$ cat src/hdl/cache_wt_pkg.sv
// ===================================================================
// front-end and back-end widths of the write-through path
// write request and aligned beat structs
// ===================================================================
`default_nettype none

package cache_wt_pkg;

   localparam int ADDR_W      = 32;              // byte address
   localparam int FE_DATA_W   = 32;              // front-end word
   localparam int FE_NBYTES   = FE_DATA_W / 8;
   localparam int FE_NBYTES_W = $clog2(FE_NBYTES);
   localparam int WORD_ADDR_W = ADDR_W - FE_NBYTES_W;

   localparam int BE_DATA_W   = 64;              // back-end beat
   localparam int BE_NBYTES   = BE_DATA_W / 8;
   localparam int BE_NBYTES_W = $clog2(BE_NBYTES);
   localparam int LANES       = BE_DATA_W / FE_DATA_W;

   // one accepted front-end write
   typedef struct packed {
      logic [WORD_ADDR_W-1:0] addr;              // word address
      logic [FE_DATA_W-1:0]   data;
      logic [FE_NBYTES-1:0]   strb;
   } wr_req_t;

   // one beat placed in its back-end lane
   typedef struct packed {
      logic [ADDR_W-1:0]    addr;                // beat aligned byte address
      logic [BE_DATA_W-1:0] data;
      logic [BE_NBYTES-1:0] strb;
   } be_beat_t;

endpackage

`default_nettype wire

$ cat src/hdl/axi_wr_pkg.sv
// ===================================================================
// AXI4 write channel field widths, response and burst codes
// aw, w and b channel structs
// ===================================================================
`default_nettype none

package axi_wr_pkg;

   localparam int ID_W    = 4;
   localparam int LEN_W   = 8;
   localparam int SIZE_W  = 3;
   localparam int BURST_W = 2;
   localparam int CACHE_W = 4;
   localparam int QOS_W   = 4;
   localparam int RESP_W  = 2;

   localparam logic [RESP_W-1:0]  RESP_OKAY   = 2'b00;
   localparam logic [RESP_W-1:0]  RESP_SLVERR = 2'b10;
   localparam logic [BURST_W-1:0] BURST_FIXED = 2'b00;

   // address phase
   typedef struct packed {
      logic [ID_W-1:0]                 id;
      logic [cache_wt_pkg::ADDR_W-1:0] addr;
      logic [LEN_W-1:0]                len;
      logic [SIZE_W-1:0]               size;
      logic [BURST_W-1:0]              burst;
      logic                            lock;
      logic [CACHE_W-1:0]              cache;
      logic [QOS_W-1:0]                qos;
   } axi_aw_t;

   // data phase
   typedef struct packed {
      logic [cache_wt_pkg::BE_DATA_W-1:0] data;
      logic [cache_wt_pkg::BE_NBYTES-1:0] strb;
      logic                               last;
   } axi_w_t;

   // response phase
   typedef struct packed {
      logic [ID_W-1:0]   id;
      logic [RESP_W-1:0] resp;
   } axi_b_t;

endpackage

`default_nettype wire

$ cat src/hdl/wt_write_buffer.sv
// ===================================================================
// circular FIFO of accepted write requests
// ===================================================================
`timescale 1ns/1ps
`default_nettype none

module wt_write_buffer #(
   parameter int BUFFER_DEPTH_W = 2              // log2 of entry count
) (
   input  logic                  clk_i,
   input  logic                  reset_i,
   input  logic                  push_i,
   input  cache_wt_pkg::wr_req_t req_i,
   output logic                  full_o,
   output logic                  not_empty_o,
   output cache_wt_pkg::wr_req_t head_o,
   input  logic                  pop_i
);

   localparam int DEPTH = 2 ** BUFFER_DEPTH_W;

   cache_wt_pkg::wr_req_t mem [DEPTH];

   logic [BUFFER_DEPTH_W-1:0] wr_ptr;
   logic [BUFFER_DEPTH_W-1:0] rd_ptr;
   logic [BUFFER_DEPTH_W:0]   count;            // one extra bit for full
   logic                      do_push;
   logic                      do_pop;

   assign do_push = push_i & ~full_o;
   assign do_pop  = pop_i & not_empty_o;

   assign full_o      = (count == DEPTH[BUFFER_DEPTH_W:0]);
   assign not_empty_o = (count != '0);
   assign head_o      = mem[rd_ptr];

   // pointers and occupancy
   always_ff @(posedge clk_i or posedge reset_i) begin
      if (reset_i) begin
         wr_ptr <= '0;
         rd_ptr <= '0;
         count  <= '0;
      end else begin
         if (do_push) begin
            wr_ptr <= wr_ptr + 1'b1;             // wraps at DEPTH
         end
         if (do_pop) begin
            rd_ptr <= rd_ptr + 1'b1;
         end
         case ({do_push, do_pop})
            2'b10:   count <= count + 1'b1;
            2'b01:   count <= count - 1'b1;
            default: count <= count;             // both or neither
         endcase
      end
   end

   // storage
   always_ff @(posedge clk_i) begin
      if (do_push) begin
         mem[wr_ptr] <= req_i;
      end
   end

endmodule

`default_nettype wire

$ cat src/hdl/wt_lane_align.sv
// ===================================================================
// register stage placing a front-end word into its back-end lane
// ===================================================================
`timescale 1ns/1ps
`default_nettype none

module wt_lane_align (
   input  logic                   clk_i,
   input  logic                   reset_i,
   input  cache_wt_pkg::wr_req_t  head_i,
   input  logic                   not_empty_i,
   output logic                   pop_o,
   output cache_wt_pkg::be_beat_t beat_o,
   output logic                   beat_valid_o,
   input  logic                   beat_take_i
);

   localparam int LANE_W = $clog2(cache_wt_pkg::LANES);

   cache_wt_pkg::be_beat_t beat_d;
   cache_wt_pkg::be_beat_t beat_q;
   logic                   full_q;
   logic                   load;
   logic [LANE_W-1:0]      lane;

   // reload when empty or when the channel takes the current beat
   assign load  = not_empty_i & (~full_q | beat_take_i);
   assign pop_o = load;
   assign lane  = head_i.addr[LANE_W-1:0];      // byte address bit 2

   always_comb begin
      beat_d.addr = {head_i.addr[cache_wt_pkg::WORD_ADDR_W-1:LANE_W],
                     {cache_wt_pkg::BE_NBYTES_W{1'b0}}};
      beat_d.data = {cache_wt_pkg::LANES{head_i.data}};  // same word in every lane
      beat_d.strb = cache_wt_pkg::BE_NBYTES'(head_i.strb) << (lane * cache_wt_pkg::FE_NBYTES);
   end

   always_ff @(posedge clk_i or posedge reset_i) begin
      if (reset_i) begin
         full_q <= 1'b0;
      end else if (load) begin
         full_q <= 1'b1;
      end else if (beat_take_i) begin
         full_q <= 1'b0;
      end
   end

   always_ff @(posedge clk_i) begin
      if (load) begin
         beat_q <= beat_d;
      end
   end

   assign beat_o       = beat_q;
   assign beat_valid_o = full_q;

endmodule

`default_nettype wire

$ cat src/hdl/axi_write_channel.sv
// ===================================================================
// single-beat AXI4 write channel FSM
// address, data and response phases with retry on error response
// ===================================================================
`timescale 1ns/1ps
`default_nettype none

module axi_write_channel #(
   parameter logic [axi_wr_pkg::ID_W-1:0] AXI_ID = 1
) (
   input  logic                   clk_i,
   input  logic                   reset_i,

   // aligned beats from the lane stage
   input  cache_wt_pkg::be_beat_t beat_i,
   input  logic                   beat_valid_i,
   output logic                   beat_take_o,

   // AXI write address
   output axi_wr_pkg::axi_aw_t    axi_aw_o,
   output logic                   axi_awvalid_o,
   input  logic                   axi_awready_i,

   // AXI write data
   output axi_wr_pkg::axi_w_t     axi_w_o,
   output logic                   axi_wvalid_o,
   input  logic                   axi_wready_i,

   // AXI write response
   input  axi_wr_pkg::axi_b_t     axi_b_i,
   input  logic                   axi_bvalid_i,
   output logic                   axi_bready_o
);

   typedef enum logic [1:0] {
      ST_IDLE   = 2'd0,
      ST_ADDR   = 2'd1,
      ST_WRITE  = 2'd2,
      ST_VERIFY = 2'd3
   } state_t;

   state_t                 state_q;
   state_t                 state_d;
   cache_wt_pkg::be_beat_t beat_q;
   logic                   resp_ok;

   assign resp_ok     = (axi_b_i.resp == axi_wr_pkg::RESP_OKAY);
   assign beat_take_o = (state_q == ST_IDLE) & beat_valid_i;

   // next state
   always_comb begin
      state_d = state_q;
      case (state_q)
         ST_IDLE: begin
            if (beat_valid_i) begin
               state_d = ST_ADDR;
            end
         end
         ST_ADDR: begin
            if (axi_awready_i) begin
               state_d = ST_WRITE;
            end
         end
         ST_WRITE: begin
            if (axi_wready_i) begin
               state_d = ST_VERIFY;
            end
         end
         default: begin
            // an error response sends the same beat out again
            if (axi_bvalid_i) begin
               state_d = resp_ok ? ST_IDLE : ST_ADDR;
            end
         end
      endcase
   end

   always_ff @(posedge clk_i or posedge reset_i) begin
      if (reset_i) begin
         state_q <= ST_IDLE;
      end else begin
         state_q <= state_d;
      end
   end

   // held for every retry of this beat
   always_ff @(posedge clk_i) begin
      if (beat_take_o) begin
         beat_q <= beat_i;
      end
   end

   assign axi_awvalid_o = (state_q == ST_ADDR);
   assign axi_wvalid_o  = (state_q == ST_WRITE);
   assign axi_bready_o  = (state_q == ST_VERIFY);

   always_comb begin
      axi_aw_o.id    = AXI_ID;
      axi_aw_o.addr  = beat_q.addr;
      axi_aw_o.len   = '0;                       // single beat
      axi_aw_o.size  = axi_wr_pkg::SIZE_W'(cache_wt_pkg::BE_NBYTES_W);
      axi_aw_o.burst = axi_wr_pkg::BURST_FIXED;
      axi_aw_o.lock  = 1'b0;                     // normal access
      axi_aw_o.cache = 4'b0011;                  // bufferable, modifiable
      axi_aw_o.qos   = '0;
   end

   always_comb begin
      axi_w_o.data = beat_q.data;
      axi_w_o.strb = beat_q.strb;
      axi_w_o.last = axi_wvalid_o;               // every beat is the last
   end

endmodule

`default_nettype wire

$ cat src/hdl/cache_write_path.sv
// ===================================================================
// write-through cache write path toward AXI4 memory
// ===================================================================
`timescale 1ns/1ps
`default_nettype none

module cache_write_path #(
   parameter int                          BUFFER_DEPTH_W = 2,
   parameter logic [axi_wr_pkg::ID_W-1:0] AXI_ID         = 1
) (
   input  logic                  clk_i,
   input  logic                  reset_i,

   // front end
   input  logic                  valid_i,
   input  cache_wt_pkg::wr_req_t req_i,
   output logic                  ready_o,

   // AXI write master
   output axi_wr_pkg::axi_aw_t   axi_aw_o,
   output logic                  axi_awvalid_o,
   input  logic                  axi_awready_i,
   output axi_wr_pkg::axi_w_t    axi_w_o,
   output logic                  axi_wvalid_o,
   input  logic                  axi_wready_i,
   input  axi_wr_pkg::axi_b_t    axi_b_i,
   input  logic                  axi_bvalid_i,
   output logic                  axi_bready_o
);

   cache_wt_pkg::wr_req_t  head;
   cache_wt_pkg::be_beat_t beat;
   logic                   full;
   logic                   not_empty;
   logic                   pop;
   logic                   beat_valid;
   logic                   beat_take;

   assign ready_o = ~full;

   wt_write_buffer #(
      .BUFFER_DEPTH_W(BUFFER_DEPTH_W)
   ) u_buffer (
      .clk_i       (clk_i),
      .reset_i     (reset_i),
      .push_i      (valid_i & ready_o),
      .req_i       (req_i),
      .full_o      (full),
      .not_empty_o (not_empty),
      .head_o      (head),
      .pop_i       (pop)
   );

   wt_lane_align u_align (
      .clk_i        (clk_i),
      .reset_i      (reset_i),
      .head_i       (head),
      .not_empty_i  (not_empty),
      .pop_o        (pop),
      .beat_o       (beat),
      .beat_valid_o (beat_valid),
      .beat_take_i  (beat_take)
   );

   axi_write_channel #(
      .AXI_ID(AXI_ID)
   ) u_channel (
      .clk_i         (clk_i),
      .reset_i       (reset_i),
      .beat_i        (beat),
      .beat_valid_i  (beat_valid),
      .beat_take_o   (beat_take),
      .axi_aw_o      (axi_aw_o),
      .axi_awvalid_o (axi_awvalid_o),
      .axi_awready_i (axi_awready_i),
      .axi_w_o       (axi_w_o),
      .axi_wvalid_o  (axi_wvalid_o),
      .axi_wready_i  (axi_wready_i),
      .axi_b_i       (axi_b_i),
      .axi_bvalid_i  (axi_bvalid_i),
      .axi_bready_o  (axi_bready_o)
   );

endmodule

`default_nettype wire

$ cat config.mk
export PLATFORM = sky130hd
export DESIGN_NAME = cache_write_path
export DESIGN_NICKNAME = d
export VERILOG_FILES = /design/src/hdl/cache_wt_pkg.sv /design/src/hdl/axi_wr_pkg.sv /design/src/hdl/wt_write_buffer.sv /design/src/hdl/wt_lane_align.sv /design/src/hdl/axi_write_channel.sv /design/src/hdl/cache_write_path.sv
export SDC_FILE = /design/constraint.sdc
export NUM_CORES = 1
export LEC_CHECK = 0
export ABC_AREA = 1
export BUFFER_PORTS_ARGS = -buffer_cell sky130_fd_sc_hd__buf_4
export CAP_MARGIN = 40
export CORE_ASPECT_RATIO = 1.4
export CORE_MARGIN = 2
export CORE_UTILIZATION = 50
export DETAILED_ROUTE_END_ITERATION = 8
export HOLD_SLACK_MARGIN = 0.12
export PLACE_DENSITY = 0.76
export SLEW_MARGIN = 15
export SYNTH_ARGS = -nofsm -noshare
export SYNTH_HDL_FRONTEND = slang
export SYNTH_SLANG_ARGS = --single-unit
export TNS_END_PERCENT = 30
$ cat constraint.sdc
create_clock -name clk_i -period 4.11 [get_ports clk_i]
set_input_delay 0.822 -clock clk_i [delete_from_list [all_inputs] [get_ports clk_i]]
set_output_delay 0.822 -clock clk_i [all_outputs]
set_load 0.1 [all_outputs]
==> impl_metrics.ini, run 1 <==
[status]
outcome = finished clean

[global_route]
grt_pass1_vias = 8024
grt_use_total_pct = 17.9
grt_antenna_before_repair = 2
grt_overflow = 0
grt_pass1_wl_mm = 42.8
grt_max_degree = 73

[detailed_routing]
avgRoutedWirePerCell_um = 18.8
first_pass_iters = 5
drc = 0
route.vias.total = 7921
wl_mm = 28.3
ant_nets = 0
first_iter_violations = 545
post_drt_via_cell_ratio = 5.27

[floorplan]
die_x_um = 151
dieArea_um2 = 31700
die_h_um = 210
start_util_pct = 50.7
core_region_area_um2 = 29800
top_level_ports = 213
rows = 75

[cells_and_area]
final_common_cell = edfxtp_1
fin_nets = 1183
drive_gt1_share_pct = 23.1
finish.utilization_pct = 59.2
layout_common_cells = 402 x edfxtp_1, 185 x buf_4, 126 x nor2_1
areaGrowthSynthToFinish_pct = 16.8

[setup_path]
r2r_cells = 6
max_stage_delay_ns = 0.41
cp.arrival_ns = 1.55
cp-end-kind = output pin
critical_path_depth = 3
reg2reg_slack_ns = 1.81
crit_type = flip-flop to output pin
critPathSlowestCell = dfrtp_1
cp_num_buf_inv = 2
crit_required_ns = 3.29
crit_family = flip-flops
startpoint_type = flip-flop
cp_cell_sequence = inv_1 -> ha_1 -> buf_4
critPathCapture = axi_wvalid_o
r2r_end = u_align.beat_o[4]
cp_max_fo = 4
crit-reg2reg-launch = u_buffer.rd_ptr[0]
cp-startpoint = u_channel.state_q[0]

[timing]
fmax_ghz = 0.421
timing.final.crit_share_pct = 57.8
min_period_ns = 2.38
tns_ns = 0
setup_viol = 0
hold_ws_ns = 0.293
setup_slack_ns = 1.73
relSlewSlack_pct = 45.6
worst_pin_slew_ns = 0.816
maxSlewViolCount = 0
rsz0062_at_grt = no
finalHoldViolCount = 0
finClkSkew_ns = 0.0192

[logic_synthesis]
synth_seq_cells = 412
ys_warn_count = 0
yosysTopAreaCell = edfxtp_1
yosys.area.top_type_share_pct = 79.8
synth_cell_types = 25
avgSynthCellArea_um2 = 16.0
ys_seq_area_share_pct = 81.5
syn-instance-count = 942
syn_area_um2 = 15100
synth.area.top_cells = edfxtp_1 80%, o21ai_0 3.7%, buf_4 3.5%

[clock_network]
post_cts_resized = 0
numCtsBuffers = 37
cts_root_buf = clkbuf_16
post_cts_buffers = 0
cts.sink_count = 412
clockBufferDepth = 3
h-tree-depth = 2
ctsHoldBuffers = 0
clkTransAtPathRegs_ns = 0.07
cts_tree = done
worst_skew_pair.late_latency_ns = 0.52

[placement]
place_ws_ns = 1.63
dp_hpwl_mm = 15.8
gp_congestion = 0.763
portBuffers = 179

[job]
drv_cap = 0

[min_path]
min_path_type = input port to asynchronous set/reset pin
==> cell usage after synthesis (all sizes together) <==
| cell | instances |
|---|---|
| nand2 | 46 |
| nor2 | 134 |
| conb | 2 |
| dfrtp | 10 |
| fa | 1 |
| buf | 87 |
| o21ai | 126 |
| inv | 24 |
| edfxtp | 402 |
| o21bai | 1 |
| clkbuf | 18 |
| ha | 9 |
| nand3 | 16 |
| xnor2 | 2 |
| o22ai | 61 |
| xor2 | 3 |
==> metrics by stage <==
| stage | cells | instance area, µm² |
|---|---|---|
| global route | 1502 | 17700 |
| detailed placement | 1441 | 16600 |
| finish | 1502 | 17700 |
| CTS | 1501 | 17700 |
| global placement | 1438 | 16500 |
| floorplan | 969 | 15200 |
==> cell families (layout without fill, tap and decap cells) <==
| logic type | after synthesis | after routing | share of synthesized area [%] |
|---|---|---|---|
| xor+xnor | 5 | 5 | 0.290 |
| buf+inv | 129 | 276 | 5.39 |
| other cells | 2 | 30 | 0.0497 |
| flops | 412 | 412 | 81.5 |
| fa+ha+maj | 10 | 10 | 0.877 |
| simple gates | 196 | 196 | 5.15 |
| compound gates | 188 | 188 | 6.75 |
==> state kept, by name, summed over array words and instances (netlist names) <==
signal and count:
u_buffer.mem 264, u_align.beat_o 69, u_channel.axi_w_o 40, u_channel.axi_aw_o 29
u_buffer.count 3, u_buffer.rd_ptr 2, u_buffer.wr_ptr 2, u_channel.state_q 2
u_align.beat_valid_o 1
==> worst reg2reg max path: stages (launching register included) <==
cell and delay, ns:
dfrtp_4 0.86, inv_4 0.45, buf_16 0.31, nand2_1 0.12, nand3_1 0.06, nand2_1 0.19, nor2_1 0.06
==> routing by layer <==
layer  global-route usage (%)  vias up  wire length [µm]
met3                     3.61       62              1650
met1                     22.1     3901             11100
met5                        0        -                10
met4                     7.99        2              1030
met2                     30.6      275             14500
li1                         -     3681                 -
==> cell type report <==
class | count | area (µm²)
sequential | 412 | 12300
clock buffer | 46 | 960
inverter | 24 | 95.1
antenna | 1 | 2.50
clock inverter | 14 | 143
timing repair buffer | 192 | 1540
multi-input combinational | 428 | 2110
fill | 2250 | 12200
tap | 385 | 482
==> worst min path at each step <==
stage                                  start                      to  slack [ns]  cells past startpoint
after floorplan           u_align.beat_o[75]  u_channel.axi_aw_o[25]        0.40                      0
after global placement    u_align.beat_o[79]  u_channel.axi_aw_o[29]        0.40                      0
after detailed placement  u_align.beat_o[79]  u_channel.axi_aw_o[29]        0.41                      0
after CTS                            reset_i    u_channel.state_q[0]        0.28                      2
after global routing                 reset_i    u_align.beat_valid_o        0.32                      2
final                                reset_i    u_channel.state_q[0]        0.29                      2
Power of run 1 is left out: the tool's default activity adds up to more than one toggle a clock period on the data nets, which glitch-free logic cannot reach.
==> inputs of run 2 (changes only) <==
Settings changed: PLACE_DENSITY 0.76 to 0.73.
Clock period 4.11 ns to 2.5 ns, I/O delays scaled along.
==> impl_metrics.ini, run 2 (synthesized netlist as in run 1, its figures left out) <==
[placement]
dp_hpwl_mm = 15.9
dp_cells = 1448
portBuffers = 179
placed_area_um2 = 16700
gp_congestion = 0.742

[min_path]
min_path_type = input port to flip-flop

[cells_and_area]
fin_nets = 1192
n_fill_cell = 2250
layout_common_cells = 402 x edfxtp_1, 187 x buf_4, 126 x nor2_1
multi_input_area_um2 = 2150
seq_area_um2 = 12300
final_area_um2 = 17900
diodes = 0
final_cells = 1517
largest_reg_flops = 264
finish.utilization_pct = 60.0
largest-register = u_buffer.mem
areaGrowthSynthToFinish_pct = 18.4
final_common_cell = edfxtp_1
drive_gt1_share_pct = 24.9

[detailed_routing]
drc = 0
ant_nets = 0
post_drt_via_cell_ratio = 5.21
first_iter_violations = 597
avgRoutedWirePerCell_um = 18.4
first_pass_iters = 5
wl_mm = 27.9
route.vias.total = 7910

[timing]
setup_viol = 0
rsz0062_at_grt = no
finClkSkew_ns = 0.00830
min_period_ns = 2.08
finalHoldViolCount = 0
fmax_ghz = 0.481
maxSlewViolCount = 0
timing.final.crit_share_pct = 83.1
hold_ws_ns = 0.167

[clock_network]
cts.sink_count = 412
cts_root_buf = clkbuf_16
clockBufferDepth = 3
numCtsBuffers = 38
clkTransAtPathRegs_ns = 0.06
cts_tree = done
h-tree-depth = 2
worst_skew_pair.late_latency_ns = 0.53

[floorplan]
die_h_um = 210
core_region_area_um2 = 29800
dieArea_um2 = 31700
start_util_pct = 50.7
top_level_ports = 213
rows = 75
die_x_um = 151

[global_route]
grt_pass1_wl_mm = 42.1
grt_use_total_pct = 17.6
grt_max_degree = 94
grt_pass1_vias = 7833
grt_antenna_before_repair = 1
grt_overflow = 0

[setup_path]
cp-end-kind = output pin
crit_type = flip-flop to output pin
cp.arrival_ns = 1.58
cp_max_fo = 4
startpoint_type = flip-flop
crit_required_ns = 2.00

[job]
drv_cap = 0

[status]
outcome = finished clean
run 2: changes by cell type in the layout (fill, tap and decap cells not counted), sizes merged:
cell	change
inv	+2
dlygate4sd3	+1
clkinvlp	+1
diode	-1
clkbuf	-2
bufinv	-1
clkinv	+8
buf	+7
run 2: worst paths after layout:
path / start / end / slack (ns) / cells after the start
max: u_channel.state_q[0] / axi_w_o[0] / 0.42 / 3
min reg2reg: u_align.beat_o[102] / u_channel.axi_aw_o[52] / 0.41 / 0
min: req_i[45] / u_buffer.mem[2][45] / 0.17 / 1
max reg2reg: u_channel.state_q[1] / u_buffer.count[2] / 0.49 / 12
max in group asynchronous: reset_i / u_buffer.rd_ptr[0] / 1.65 / 3
min in group asynchronous: reset_i / u_buffer.count[0] / 0.53 / 3
run 2: timing repair:
item / 4_1_cts / 5_1_grt
hold buffers: 1 / 0
setup buffers: 0 / 0
endpoints found under the hold margin: 10 / 0
resized for setup: 0 / 0
run 2: area by class of cell:
class | instances | share of cell area (%)
flip-flops and latches | 412 | 68.9
multi-input cells | 428 | 12.0
repair buffers | 200 | 9.24
clock buffers | 44 | 5.56
well taps | 385 | 2.69
clock inverters | 24 | 1.06
inverters | 24 | 0.545
run 2: routing by layer:
layer  part of all wire (%)  wire length (µm)  track usage [%]  vias up
li1                       -                 -                -     3713
met1                     38             10600             20.7     3859
met2                     52             14600             30.9      276
met3                    6.5              1810             3.87       60
met4                    3.2               891             7.48        2
met5                  0.050                14                0        -
run 2: metrics by stage:
stage | TNS (ns) | setup slack [ns]
after global routing | 0 | 0.357
after floorplan | -41.33 | -0.384
final | 0 | 0.422
after global placement | 0 | 0.560
after detailed placement | 0 | 0.502
after CTS | 0 | 0.410
run 2: critical path: stages (launching register included):
cell and delay, ns:
dfrtp_1 0.41, inv_1 0.10, ha_1 0.22, buf_4 0.32
Power of run 2 is left out for the same reason.
==> inputs of run 3 (changes only) <==
Settings changed: ABC_AREA 1 to 0, PLACE_DENSITY 0.73 to 0.76.
Clock period 2.5 ns to 1.9 ns, I/O delays scaled along.
==> impl_metrics.ini, run 3 <==
[status]
outcome = complete, but fails checks
failed_checks = negative setup slack

[setup_path]
startpoint_type = flip-flop
crit_type = flip-flop to output pin
cp-end-kind = output pin
crit_required_ns = 1.52
cp_max_fo = 2
cp.arrival_ns = 1.61
reg2reg_slack_ns = -0.07

[placement]
placed_area_um2 = 16600
dp_cells = 1152
place_ws_ns = -0.00576
dp_hpwl_mm = 15.5
gp_congestion = 0.741
portBuffers = 179

[detailed_routing]
avgRoutedWirePerCell_um = 19.9
ant_nets = 0
first_iter_violations = 368
drc = 0
wl_mm = 25.8
post_drt_via_cell_ratio = 5.08
first_pass_iters = 4
route.vias.total = 6604

[timing]
min_period_ns = 1.99
setup_viol = 2
finClkSkew_ns = 0.0118
timing.final.crit_share_pct = 105
rsz0062_at_grt = yes
finalHoldViolCount = 0
fmax_ghz = 0.502
maxSlewViolCount = 0
setup_slack_ns = -0.0917

[clock_network]
cts_tree = done
worst_skew_pair.late_latency_ns = 0.52
h-tree-depth = 2
numCtsBuffers = 38
cts.sink_count = 412
clockBufferDepth = 3
clkTransAtPathRegs_ns = 0.05
cts_root_buf = clkbuf_16

[cells_and_area]
largest_reg_flops = 264
final_common_cell = edfxtp_1
layout_common_cells = 402 x edfxtp_1, 195 x buf_4, 67 x dlygate4sd3_1
finish.utilization_pct = 64.0
fin_nets = 977
largest-register = u_buffer.mem
final_cells = 1300
areaGrowthSynthToFinish_pct = 25.3
drive_gt1_share_pct = 38.1
final_area_um2 = 18700

[floorplan]
die_h_um = 208
top_level_ports = 213
start_util_pct = 51.0
die_x_um = 150
dieArea_um2 = 31300
core_region_area_um2 = 29300
rows = 74

[logic_synthesis]
synth.area.top_cells = edfxtp_1 81%, mux4_2 9.0%, buf_4 3.1%
ys_async_sr_fraction_pct = 2.43
synth_edf_count = 402
ys_seq_area_share_pct = 82.5
ys_warn_count = 0
avgSynthCellArea_um2 = 24.2
synthFlopType = edfxtp_1
syn-instance-count = 616
syn_area_um2 = 14900
yosys.area.top_type_share_pct = 80.8
synth_seq_cells = 412
synth_cell_types = 28
yosysTopAreaCell = edfxtp_1
synthTopCellsByCount = 402 x edfxtp_1, 62 x buf_4, 60 x mux4_2, 10 x dfrtp_1, 9 x ha_1
yosysMostFrequentCell = edfxtp_1

[global_route]
grt_overflow = 0
grt_max_degree = 48
grt_use_total_pct = 16.9
grt_pass1_vias = 7133
grt_pass1_wl_mm = 39.4
grt_antenna_before_repair = 2

[min_path]
min_path_type = input port to flip-flop

[job]
drv_cap = 0
==> run 3: cell count changes in the layout (fill, tap and decap cells not counted), sizes merged, moves of 8 or more <==
cell / previous run / this run
dlygate4sd3: 1 / 67
nor2: 134 / 3
clkbuf: 44 / 52
nand2: 46 / 2
o21ai: 126 / 0
inv: 24 / 6
mux4: 0 / 66
nand3: 16 / 0
buf: 199 / 217
clkinv: 20 / 11
o22ai: 61 / 0
==> run 3: final timing paths <==
kind,cells past startpoint,end,start
max in group asynchronous,3,u_buffer.rd_ptr[1],reset_i
setup / recovery,3,ready_o,u_buffer.count[0]
min in group asynchronous,3,u_channel.state_q[1],reset_i
setup reg to reg,6,u_buffer.count[1],u_buffer.count[0]
hold / removal,4,u_buffer.wr_ptr[0],valid_i
hold reg to reg,0,u_channel.axi_aw_o[52],u_align.beat_o[102]
==> run 3: cell type report <==
cell class	count	area [µm²]
Sequential cell	412	12300
Fill cell	1952	10500
Timing Repair Buffer	284	2530
Multi-Input combinational cell	147	2140
Clock buffer	52	1070
Tap cell	380	475
Clock inverter	16	151
Inverter	6	22.5
Antenna cell	3	7.51
==> run 3: routing by layer <==
layer  up-vias  global-route usage [%]  part of all wire, %
met4         0                    6.18                  2.5
met1      3384                    19.6                   37
met5         -                       0                    0
li1       2959                       -                    -
met3        40                    3.18                  5.0
met2       221                    30.9                   55
==> run 3: logic make-up (layout without fill, tap and decap cells) <==
| logic type | count (synthesis) | count (layout) | share of synthesized area [%] |
|---|---|---|---|
| flops | 412 | 412 | 82.5 |
| buf+inv | 84 | 358 | 4.55 |
| mux | 69 | 69 | 10.3 |
| simple gates | 30 | 30 | 1.19 |
| fa+ha+maj | 10 | 10 | 0.888 |
| xor+xnor | 6 | 6 | 0.352 |
| compound gates | 3 | 3 | 0.126 |
| other cells | 2 | 32 | 0.0503 |
==> run 3: per-stage QoR <==
step | setup TNS, ns | hold WS, ns
after floorplan | -147.79 | 0.220
final | -0.159 | 0.286
after CTS | -0.176 | 0.259
after global placement | 0 | 0.388
after detailed placement | -0.00576 | 0.391
after global routing | -0.718 | 0.278
==> run 3: critical path, cell delays in order, from the launching register on <==
cell and delay (ns):
dfrtp_1 0.40, or3b_4 0.40, buf_6 0.14, buf_12 0.15
==> run 3: what timing repair did <==
| action | 4_1_cts | 5_1_grt |
|---|---|---|
| hold buffers | 67 | 0 |
| endpoints found under the setup margin | 5 | 106 |
| setup buffers | 5 | 5 |
| gates resized for setup | 12 | 18 |
| hold endpoints to repair | 274 | 0 |
| pin swaps | 1 | 4 |
Power of run 3 is left out for the same reason.
